[config.mk]
export PLATFORM = sky130hd
export DESIGN_NAME = pwm_top
export DESIGN_NICKNAME = d
export VERILOG_FILES = /design/src/apb_pkg.sv /design/src/pwm_pkg.sv /design/src/pwm_top.sv /design/src/pwm_output.sv /design/src/pwm_regfile.sv /design/src/pwm_preconditioner.sv /design/src/addsub.sv
export VERILOG_INCLUDE_DIRS = /design/src /design/src/include
export SDC_FILE = /design/constraint.sdc
export NUM_CORES = 2
export LEC_CHECK = 0
export BUFFER_PORTS_ARGS = -buffer_cell sky130_fd_sc_hd__buf_2
export CAP_MARGIN = 30
export CELL_PAD_IN_SITES_DETAIL_PLACEMENT = 1
export CELL_PAD_IN_SITES_GLOBAL_PLACEMENT = 2
export CORE_ASPECT_RATIO = 0.8
export CORE_MARGIN = 4
export CORE_UTILIZATION = 30
export CTS_BUF_LIST = sky130_fd_sc_hd__clkbuf_2 sky130_fd_sc_hd__clkbuf_4 sky130_fd_sc_hd__clkbuf_8
export CTS_CLUSTER_DIAMETER = 120
export CTS_CLUSTER_SIZE = 20
export DETAILED_ROUTE_END_ITERATION = 12
export GPL_TIMING_DRIVEN = 0
export PLACE_DENSITY_LB_ADDON = 0.08
export SLEW_MARGIN = 40
export SYNTH_ARGS = -nofsm -noshare
export SYNTH_HDL_FRONTEND = slang
export SYNTH_SLANG_ARGS = --single-unit
[constraint.sdc]
create_clock -name CLK -period 2.8 [get_ports CLK]
set_input_delay 0.14 -clock CLK [delete_from_list [all_inputs] [get_ports CLK]]
set_output_delay 0.14 -clock CLK [all_outputs]
set_load 0.01 [all_outputs]
[src/include/pwm_settings.svh]
/*
  build constants for the transducer PWM subsystem
  channel count, edge width, carrier period, adder latency
*/
`ifndef PWM_SETTINGS_SVH
`define PWM_SETTINGS_SVH

`define PWM_CHANNELS 8
`define PWM_WIDTH 9
`define PWM_PERIOD 512 // 2 ** PWM_WIDTH
`define PWM_ADDSUB_LATENCY 2

`endif
[src/apb_pkg.sv]
/*
  APB request and response structs
*/
`default_nettype none

package apb_pkg;

  typedef struct packed {
    logic        psel;
    logic        penable;
    logic        pwrite;
    logic [7:0]  paddr;
    logic [31:0] pwdata;
  } apb_req_t;

  typedef struct packed {
    logic        pready;
    logic        pslverr;
    logic [31:0] prdata;
  } apb_rsp_t;

endpackage

`default_nettype wire

[src/pwm_pkg.sv]
/*
  PWM data types
  drive setting, edge pair, control word, register word views
*/
`default_nettype none
`include "pwm_settings.svh"

package pwm_pkg;

  typedef struct packed {
    logic [`PWM_WIDTH-1:0] duty;
    logic [`PWM_WIDTH-1:0] phase;
  } drive_t;

  typedef struct packed {
    logic [`PWM_WIDTH-1:0] rise;
    logic [`PWM_WIDTH-1:0] fall;
  } edge_t;

  typedef struct packed {
    logic [30:0] rsvd;
    logic        update; // write: commit, read: busy
  } ctrl_t;

  // channel register layout, duty in the upper half and phase in the lower
  typedef struct packed {
    logic [15-`PWM_WIDTH:0] pad_hi;
    logic [`PWM_WIDTH-1:0]  duty;
    logic [15-`PWM_WIDTH:0] pad_lo;
    logic [`PWM_WIDTH-1:0]  phase;
  } drive_word_t;

  typedef union packed {
    drive_word_t drv;
    ctrl_t       ctrl;
  } reg_word_u;

endpackage

`default_nettype wire

[src/pwm_top.sv]
/*
  PWM subsystem top
  register file, preconditioner and output stage
*/
`timescale 1ns/10ps
`default_nettype none
`include "pwm_settings.svh"

module pwm_top (
  input  var logic              CLK,
  input  var logic              rst_n,
  input  var apb_pkg::apb_req_t apb_req,
  output apb_pkg::apb_rsp_t     apb_rsp,
  output logic [`PWM_CHANNELS-1:0] pwm_out,
  output logic                  sync
);

  logic stream_valid;
  pwm_pkg::drive_t stream_drive;
  pwm_pkg::edge_t edges [`PWM_CHANNELS];
  logic done;

  pwm_regfile u_regfile (
    .CLK(CLK),
    .rst_n(rst_n),
    .apb_req(apb_req),
    .apb_rsp(apb_rsp),
    .done(done),
    .stream_valid(stream_valid),
    .stream_drive(stream_drive)
  );

  pwm_preconditioner u_precond (
    .CLK(CLK),
    .rst_n(rst_n),
    .stream_valid(stream_valid),
    .stream_drive(stream_drive),
    .edges(edges),
    .done(done)
  );

  pwm_output u_output (
    .CLK(CLK),
    .rst_n(rst_n),
    .edges(edges),
    .done(done),
    .pwm_out(pwm_out),
    .sync(sync)
  );

endmodule

`default_nettype wire

[src/pwm_output.sv]
/*
  carrier period counter and per-channel pulse outputs
  new edge tables are swapped in only at the period boundary
*/
`timescale 1ns/10ps
`default_nettype none
`include "pwm_settings.svh"

module pwm_output (
  input  var logic           CLK,
  input  var logic           rst_n,
  input  var pwm_pkg::edge_t edges [`PWM_CHANNELS],
  input  var logic           done,
  output logic [`PWM_CHANNELS-1:0] pwm_out,
  output logic               sync
);

  localparam int W = `PWM_WIDTH;

  logic [W-1:0] cnt;
  logic wrap, pend_valid;
  pwm_pkg::edge_t [`PWM_CHANNELS-1:0] incoming, pending, active;

  function automatic logic in_pulse(input logic [W-1:0] t, input pwm_pkg::edge_t e);
    if (e.rise <= e.fall) return (t >= e.rise) && (t < e.fall);
    return (t >= e.rise) || (t < e.fall); // pulse wraps the period end
  endfunction

  for (genvar i = 0; i < `PWM_CHANNELS; i++) begin : gen_in
    assign incoming[i] = edges[i];
  end

  assign wrap = cnt == W'(`PWM_PERIOD - 1);
  assign sync = cnt == '0;

  always_ff @(posedge CLK) begin
    if (!rst_n) cnt <= '0;
    else cnt <= wrap ? '0 : cnt + 1'b1;
  end

  always_ff @(posedge CLK) begin
    if (!rst_n) begin
      pending    <= '0;
      active     <= '0;
      pend_valid <= 1'b0;
    end else if (wrap) begin
      pend_valid <= 1'b0;
      if (done) active <= incoming;
      else if (pend_valid) active <= pending;
    end else if (done) begin
      pending    <= incoming;
      pend_valid <= 1'b1;
    end
  end

  always_ff @(posedge CLK) begin
    if (!rst_n) begin
      pwm_out <= '0;
    end else begin
      for (int i = 0; i < `PWM_CHANNELS; i++) pwm_out[i] <= in_pulse(cnt, active[i]);
    end
  end

  active_at_boundary: assert property (@(posedge CLK) disable iff (!rst_n)
    !$stable(active) |-> cnt == '0);

endmodule

`default_nettype wire

[src/pwm_regfile.sv]
/*
  APB slave with per-channel drive registers and control register
  commit streams all channels to the preconditioner, one per clock
*/
`timescale 1ns/10ps
`default_nettype none
`include "pwm_settings.svh"

module pwm_regfile (
  input  var logic              CLK,
  input  var logic              rst_n,
  input  var apb_pkg::apb_req_t apb_req,
  output apb_pkg::apb_rsp_t     apb_rsp,
  input  var logic              done,
  output logic                  stream_valid,
  output pwm_pkg::drive_t       stream_drive
);

  localparam int CH_W = $clog2(`PWM_CHANNELS);
  localparam logic [7:0] CTRL_ADDR = 8'h80;

  pwm_pkg::drive_t drive_mem [`PWM_CHANNELS];
  pwm_pkg::reg_word_u wr_word, rd_word;
  logic access, is_chan, is_ctrl, commit_req, err, wr_ok, busy;
  logic [CH_W-1:0] ch_sel, stream_idx;

  assign access     = apb_req.psel && apb_req.penable;
  assign ch_sel     = apb_req.paddr[CH_W+1:2];
  assign is_chan    = (apb_req.paddr[1:0] == 2'b00) && (apb_req.paddr[7:2] < 6'(`PWM_CHANNELS));
  assign is_ctrl    = apb_req.paddr == CTRL_ADDR;
  assign wr_word    = apb_req.pwdata;
  assign commit_req = is_ctrl && wr_word.ctrl.update;

  // unmapped, or touching the set while it is being streamed
  assign err   = access && (!(is_chan || is_ctrl) ||
                            (apb_req.pwrite && busy && (is_chan || commit_req)));
  assign wr_ok = access && apb_req.pwrite && !err;

  always_comb begin
    rd_word = '0;
    if (is_chan) begin
      rd_word.drv.duty  = drive_mem[ch_sel].duty;
      rd_word.drv.phase = drive_mem[ch_sel].phase;
    end else if (is_ctrl) begin
      rd_word.ctrl.update = busy;
    end
  end

  assign apb_rsp = '{pready: 1'b1, pslverr: err,
                     prdata: (access && !apb_req.pwrite) ? rd_word : '0};

  always_ff @(posedge CLK) begin
    if (wr_ok && is_chan) begin
      drive_mem[ch_sel] <= '{duty: wr_word.drv.duty, phase: wr_word.drv.phase};
    end
  end

  always_ff @(posedge CLK) begin
    if (!rst_n) begin
      busy         <= 1'b0;
      stream_valid <= 1'b0;
      stream_idx   <= '0;
    end else begin
      if (wr_ok && commit_req) begin
        busy         <= 1'b1;
        stream_valid <= 1'b1;
        stream_idx   <= '0;
      end else if (stream_valid) begin
        stream_idx <= stream_idx + 1'b1;
        if (stream_idx == CH_W'(`PWM_CHANNELS - 1)) stream_valid <= 1'b0;
      end
      if (done) busy <= 1'b0; // table latched downstream
    end
  end

  assign stream_drive = drive_mem[stream_idx];

  apb_setup_first: assert property (@(posedge CLK) disable iff (!rst_n)
    access |-> $past(apb_req.psel && !apb_req.penable));

  stream_while_busy: assert property (@(posedge CLK) disable iff (!rst_n)
    stream_valid |-> busy);

endmodule

`default_nettype wire

[src/pwm_preconditioner.sv]
/*
  duty/phase to rise/fall edge pipeline
  three addsub steps, fold into one period, latched edge table
*/
`timescale 1ns/10ps
`default_nettype none
`include "pwm_settings.svh"

module pwm_preconditioner (
  input  var logic           CLK,
  input  var logic           rst_n,
  input  var logic           stream_valid,
  input  var pwm_pkg::drive_t stream_drive,
  output pwm_pkg::edge_t     edges [`PWM_CHANNELS],
  output logic               done
);

  localparam int W = `PWM_WIDTH;
  localparam int AW = W + 2; // room for sign and one carry
  localparam int LAT = `PWM_ADDSUB_LATENCY;
  localparam int CH_W = $clog2(`PWM_CHANNELS);
  localparam int CNT_W = $clog2(`PWM_CHANNELS + 3 * (LAT + 1)) + 1;
  localparam logic signed [AW-1:0] PERIOD = AW'(`PWM_PERIOD);

  typedef enum logic [1:0] {ST_WAIT, ST_RUN, ST_DONE} state_t;

  state_t state;
  logic [CNT_W-1:0] cnt, lr_cnt, fold_cnt, set_cnt;
  logic store_en;

  logic [W-1:0] duty_dly [LAT+2];
  logic [W-1:0] phase_q;
  pwm_pkg::edge_t edge_buf [`PWM_CHANNELS];

  logic signed [AW-1:0] b_phase, s_phase;
  logic signed [AW-1:0] a_duty, b_duty, s_duty;
  logic signed [AW-1:0] a_rise, b_rise, s_rise;
  logic signed [AW-1:0] a_fall, b_fall, s_fall;
  logic signed [AW-1:0] a_fold_rise, b_fold_rise, s_fold_rise;
  logic signed [AW-1:0] a_fold_fall, b_fold_fall, s_fold_fall;
  logic fold_rise_add;

  // step 1: base = period - phase, half + lsb of duty
  addsub #(.WIDTH(AW)) u_sub_phase (
    .CLK(CLK), .add(1'b0), .a(PERIOD), .b(b_phase), .s(s_phase));
  addsub #(.WIDTH(AW)) u_add_duty (
    .CLK(CLK), .add(1'b1), .a(a_duty), .b(b_duty), .s(s_duty));
  // step 2: raw rise and fall
  addsub #(.WIDTH(AW)) u_sub_rise (
    .CLK(CLK), .add(1'b0), .a(a_rise), .b(b_rise), .s(s_rise));
  addsub #(.WIDTH(AW)) u_add_fall (
    .CLK(CLK), .add(1'b1), .a(a_fall), .b(b_fall), .s(s_fall));
  // step 3: fold into 0..period-1
  addsub #(.WIDTH(AW)) u_fold_rise (
    .CLK(CLK), .add(fold_rise_add), .a(a_fold_rise), .b(b_fold_rise), .s(s_fold_rise));
  addsub #(.WIDTH(AW)) u_fold_fall (
    .CLK(CLK), .add(1'b0), .a(a_fold_fall), .b(b_fold_fall), .s(s_fold_fall));

  always_ff @(posedge CLK) begin
    phase_q     <= stream_drive.phase;
    duty_dly[0] <= stream_drive.duty;
    for (int i = 1; i < LAT + 2; i++) begin
      duty_dly[i] <= duty_dly[i-1];
    end

    b_phase <= {2'b00, phase_q};
    a_duty  <= {3'b000, duty_dly[0][W-1:1]};
    b_duty  <= {{(AW-1){1'b0}}, duty_dly[0][0]};

    a_rise <= s_phase;
    b_rise <= {3'b000, duty_dly[LAT+1][W-1:1]}; // duty delayed to meet s_phase
    a_fall <= s_phase;
    b_fall <= s_duty;

    a_fold_rise <= s_rise;
    if (s_rise[AW-1]) begin // below zero
      b_fold_rise   <= PERIOD;
      fold_rise_add <= 1'b1;
    end else if (s_rise >= PERIOD) begin
      b_fold_rise   <= PERIOD;
      fold_rise_add <= 1'b0;
    end else begin
      b_fold_rise   <= '0;
      fold_rise_add <= 1'b1;
    end
    a_fold_fall <= s_fall;
    b_fold_fall <= (s_fall >= PERIOD) ? PERIOD : '0; // fall never goes negative
  end

  assign store_en = (state == ST_RUN) && (fold_cnt > CNT_W'(LAT));

  always_ff @(posedge CLK) begin
    if (store_en) begin
      edge_buf[set_cnt[CH_W-1:0]] <= '{rise: s_fold_rise[W-1:0], fall: s_fold_fall[W-1:0]};
    end
  end

  always_ff @(posedge CLK) begin
    if (!rst_n) begin
      state    <= ST_WAIT;
      cnt      <= '0;
      lr_cnt   <= '0;
      fold_cnt <= '0;
      set_cnt  <= '0;
      done     <= 1'b0;
    end else begin
      case (state)
        ST_WAIT: begin
          done <= 1'b0;
          if (stream_valid) begin
            cnt      <= '0;
            lr_cnt   <= '0;
            fold_cnt <= '0;
            set_cnt  <= '0;
            state    <= ST_RUN;
          end
        end
        ST_RUN: begin
          cnt <= cnt + 1'b1;
          if (cnt > CNT_W'(LAT)) lr_cnt <= lr_cnt + 1'b1;
          if (lr_cnt > CNT_W'(LAT)) fold_cnt <= fold_cnt + 1'b1;
          if (store_en) begin
            set_cnt <= set_cnt + 1'b1;
            if (set_cnt == CNT_W'(`PWM_CHANNELS - 1)) state <= ST_DONE;
          end
        end
        default: begin // ST_DONE, table copied this cycle
          done  <= 1'b1;
          state <= ST_WAIT;
        end
      endcase
    end
  end

  always_ff @(posedge CLK) begin
    if (!rst_n) begin
      for (int i = 0; i < `PWM_CHANNELS; i++) edges[i] <= '0;
    end else if (state == ST_DONE) begin
      for (int i = 0; i < `PWM_CHANNELS; i++) edges[i] <= edge_buf[i];
    end
  end

  // the register file streams exactly one channel set per run
  stream_fits_run: assert property (@(posedge CLK) disable iff (!rst_n)
    (state == ST_RUN && cnt >= CNT_W'(`PWM_CHANNELS - 1)) |-> !stream_valid);

endmodule

`default_nettype wire

[src/addsub.sv]
/*
  two-stage pipelined signed adder/subtractor
  operands and select registered, then the result
*/
`timescale 1ns/10ps
`default_nettype none

module addsub #(
  parameter int WIDTH = 11
) (
  input  var logic                    CLK,
  input  var logic                    add, // 1: a + b, 0: a - b
  input  var logic signed [WIDTH-1:0] a,
  input  var logic signed [WIDTH-1:0] b,
  output logic signed [WIDTH-1:0]     s
);

  logic signed [WIDTH-1:0] a_q, b_q;
  logic                    add_q;

  always_ff @(posedge CLK) begin
    a_q   <= a;
    b_q   <= b;
    add_q <= add;
    s     <= add_q ? a_q + b_q : a_q - b_q;
  end

endmodule

`default_nettype wire

==> results by stage <==
Outcome:
- The flow ran to the end, and the final reports show no timing, DRC or antenna violations.

Drt:
- The via count of the routed design is 27,100.
- For this run, the detailed router's first-pass iteration total came to 5.
- The number of remaining DRC errors is 0.
- The detailed-route wire length per cell is 23.5 um.
- Using the TritonRoute via totals, the vias-per-cell ratio works out to 4.85.
- The length of routed met2 wiring is about 53 mm.
- The total detailed-routing wirelength is 131 mm.
- The detailed router's first-iteration violation count is between 1,500 and 2,000.
- After detailed routing, the met3 layer carries 5.88 mm of wire.
- The number of nets with antenna violations after routing is 0.
- The routed metal-1 wire length is 69.8 mm.
- The top metal layer carrying routed signals is met4.

Logic synthesis:
- In the post-synthesis netlist, the biggest area contributors are sky130_fd_sc_hd__dfxtp_1 35%, sky130_fd_sc_hd__edfxtp_1 22%, sky130_fd_sc_hd__ha_1 7.7%.
- Summing every instance area after synthesis gives 38,900 um2.
- The share of the yosys chip area belonging to registers is 57.7%.
- The total of flip-flops plus latches after synthesis is 977.
- Counting flops with an async set or reset pin after synthesis yields a share of 0%.
- Synthesis produced about 3,600 cells.
- The number of flops mapped to enable cells by yosys is around 290.
- Dividing the synthesized area by the synthesized cell count gives 10.7 um2.
- In the synthesized netlist, the cells that appear most often are 689 x sky130_fd_sc_hd__dfxtp_1, 645 x sky130_fd_sc_hd__nand2_1, 358 x sky130_fd_sc_hd__a21oi_1.
- The distinct cell type count of the synthesized netlist is 65.
- The top cell type's share of synthesized area is 35.5%.
- The dominant cell by count in the synthesized netlist is sky130_fd_sc_hd__dfxtp_1.
- The Yosys step of the flow raised 0 warnings.
- Among all flip-flop cells after synthesis, the most frequent one is sky130_fd_sc_hd__dfxtp_1.
- The cell type with the largest total area after synthesis is sky130_fd_sc_hd__dfxtp_1.

Layout:
- The number of fillers in the final layout is around 14,000.
- The net total in the final layout is 4,098.
- The area added between synthesis and finish is 12.1%.
- The finished cells cover 43,600 um2.
- The post-route netlist has 11.3% of its cells at a drive strength greater than 1.
- The count of non-filler cells in the finished layout is 5,580.
- Registers take 22,500 um2.
- Summing all multi-input logic gate instances after layout gives 15,100 um2.

Power and ir drop:
- The maximum VDD drop is 0.321 mV.
- In this run the static leakage power is 14.6 nW.
- In this run the power density over the cells is 513 nW/um2.
- The overall power after layout is 22.4 mW.

Clocking:
- The clock network latency to the later pin of the worst-skew pair is 0.81 ns.
- The clock sink count is 977.
- The clock transition at the register clock pins on the worst setup and hold paths after CTS is 0.13 ns.
- The cell at the root of the clock tree is sky130_fd_sc_hd__clkbuf_8.
- Buffers inserted during clock tree synthesis total between 50 and 60.
- The TritonCTS clock tree is built.
- The maximum clock path buffer count is 3.
- The H-tree was split into 2 levels.

Setup path:
- The worst setup path is of the in2out kind.
- The capturing element of the worst setup path is apb_rsp[7].
- The depth of the worst register-to-register path is 11.
- At the worst endpoint, the arrival time is roughly 2.6 ns.
- The setup check on the worst reg-to-reg path leaves a slack of 0.17 ns.
- The most critical setup path has its startpoint at apb_req[39].
- The required time of the critical path is 2.66 ns.
- The type of element capturing the critical path is an output pin.
- The startpoint identified for the worst register-to-register timing path is u_output.cnt[5].
- The type of origin of the critical path is a primary input.
- Of all nets on the critical path, the largest fanout is 10.
- In this run the critical register-to-register path is captured at u_output.pending[55].

Job:
- The tool flagged a number of max-cap violations equal to 0.

Placement:
- The sum of net half-perimeters after detailed placement is 94.4 mm.
- In this run the cell area measured after placement is 42,100 um2.
- The global placer's final weighted congestion is 0.769.
- Input and output buffers added on the ports amount to 56.
- The count of placed standard cells including taps is 5,453.

Timing:
- The worst-case hold slack is 0.104 ns.
- The slew at the pin closest to its max-slew limit is 0.841 ns.
- Timing would allow up to 0.371 GHz.
- The share of the cycle needed by the critical path after routing is 96.2%.
- Setup violations remaining at the end of the flow were counted as 0.
- Measured against its own limit, the worst slew margin works out to 43.8%.
- The number of pins with negative max-slew slack in the final report came to 0.
- The number of hold-slack violations in the final timing report is 0.
- The clock skew is roughly 0.052 ns.
- The shortest period the worst path allows is 2.69 ns.

Floorplanning:
- The floorplan step defined a core boundary enclosing 128,000 um2.
- Once the floorplan was initialized, standard cells occupied between 30% and 40% of the core.
- The count of boundary I/O pins is 88.
- The die is 411 um wide.
- The die covers 136,000 um2.
- From bottom edge to top edge, the die measures 330 um.
- The initialized floorplan defines 117 standard-cell rows.

GRT:
- The first global-routing pass estimated between 150 and 200 mm of wire.
- The number of global-route vias before repair is 26,800.
- Entering global routing, the biggest net connects 22 pins.
- Global routing finished with a remaining overflow of 0.
- Across every metal layer, demand over resource in global routing totals 19.1%.
- The initial antenna violation count came to 24.

Min path:
- The worst min-delay path category is in2reg.
==> stage by stage <==
stage          setup slack [ns]  util [%]   TNS, ns
3_3_place_gp              -3.01      32.4   -971.36
5_1_grt                -0.00343      34.1  -0.00343
4_1_cts                  0.0338      34.0         0
3_5_place_dp              -1.23      32.9   -228.34
6_report                  0.105      34.1         0
2_1_floorplan             0.167         -         0
==> cell type report <==
type	count	share of cell area [%]
multi-input combinational	2285	34.6
antenna	2	0.0115
timing repair buffer	111	2.45
sequential	977	51.6
clock inverter	4	0.112
buffer	210	2.49
tap	1725	4.95
inverter	173	1.51
clock buffer	93	2.37
==> flip-flops by register name, indices dropped and copies added, names as in the netlist, 35 cells and up, named ones only <==
name                 flops
u_output.active        144
u_output.pending       144
u_precond.duty_dly      35
u_precond.edge_buf     144
u_precond.edges        144
u_regfile.drive_mem    144
==> where the power goes <==
group | internal [mW] | switching, mW
registers | 14.5 | 0.0243
logic | 0.233 | 0.517
clock network | 2.37 | 4.70
==> critical path: stages <==
cell and delay, ns:
sky130_fd_sc_hd__dlygate4sd3_1 0.54, sky130_fd_sc_hd__buf_2 0.14, sky130_fd_sc_hd__nand2b_2 0.20, sky130_fd_sc_hd__nor3_4 0.56
sky130_fd_sc_hd__buf_8 0.26, sky130_fd_sc_hd__o221ai_2 0.12, sky130_fd_sc_hd__nor4_2 0.37, sky130_fd_sc_hd__buf_2 0.20
==> kinds of logic (layout without fill, tap and decap cells) <==
logic type / count (synthesis) / after routing / synth area share, %
compound gates: 722 / 722 / 11.5
buf+inv: 384 / 591 / 4.06
other cells: 2 / 17 / 0.0193
simple gates: 1058 / 1058 / 11.5
fa+ha+maj: 241 / 241 / 7.79
xor+xnor: 49 / 49 / 1.10
flops: 977 / 977 / 57.7
mux: 200 / 200 / 6.36
==> cell usage in the layout, fill, tap and decap left out, types with 50 or more instances in the layout <==
cell type / netlist / layout
sky130_fd_sc_hd__inv_1: 173 / 172
sky130_fd_sc_hd__a211oi_1: 156 / 156
sky130_fd_sc_hd__dfxtp_1: 689 / 665
sky130_fd_sc_hd__buf_2: 54 / 107
sky130_fd_sc_hd__ha_1: 239 / 238
sky130_fd_sc_hd__nand2_1: 645 / 645
sky130_fd_sc_hd__o22ai_1: 50 / 50
sky130_fd_sc_hd__nor2_1: 233 / 219
sky130_fd_sc_hd__mux2i_1: 146 / 146
sky130_fd_sc_hd__edfxtp_1: 288 / 288
sky130_fd_sc_hd__a21oi_1: 358 / 358
sky130_fd_sc_hd__clkbuf_8: 0 / 56
sky130_fd_sc_hd__clkbuf_1: 124 / 69
==> worst min path at each step <==
stage	from	to	slack, ns	cells past startpoint
2_1_floorplan	apb_req[0]	u_regfile.drive_mem[0][0]	0.24	0
3_3_place_gp	u_precond.a_fold_rise[2]	u_precond.u_fold_rise.a_q[2]	0.31	0
3_5_place_dp	u_precond.u_fold_fall.a_q[3]	u_precond.u_fold_fall.s[3]	0.31	0
4_1_cts	apb_req[41]	u_regfile.stream_idx[0]	0.004	6
5_1_grt	apb_req[6]	u_regfile.drive_mem[0][6]	0.07	2
6_report	apb_req[41]	u_regfile.stream_idx[0]	0.10	6
==> per-layer routing <==
layer / vias to the layer above / GRT usage [%]
li1: 13000 / -
met1: 13500 / 30.2
met2: 445 / 27.6
met3: 110 / 2.64
met4: 0 / 3.81
met5: - / 0
==> what timing repair did <==
action | 4_1_cts | 5_1_grt
hold buffers | 23 | 0
buffers inserted | 3 | 2
setup endpoints to repair | 294 | 221
resized for setup | 46 | 22
hold endpoints to repair | 160 | 0
gates cloned | 0 | 0
No activity file was read; power rests on OpenSTA's default activity.
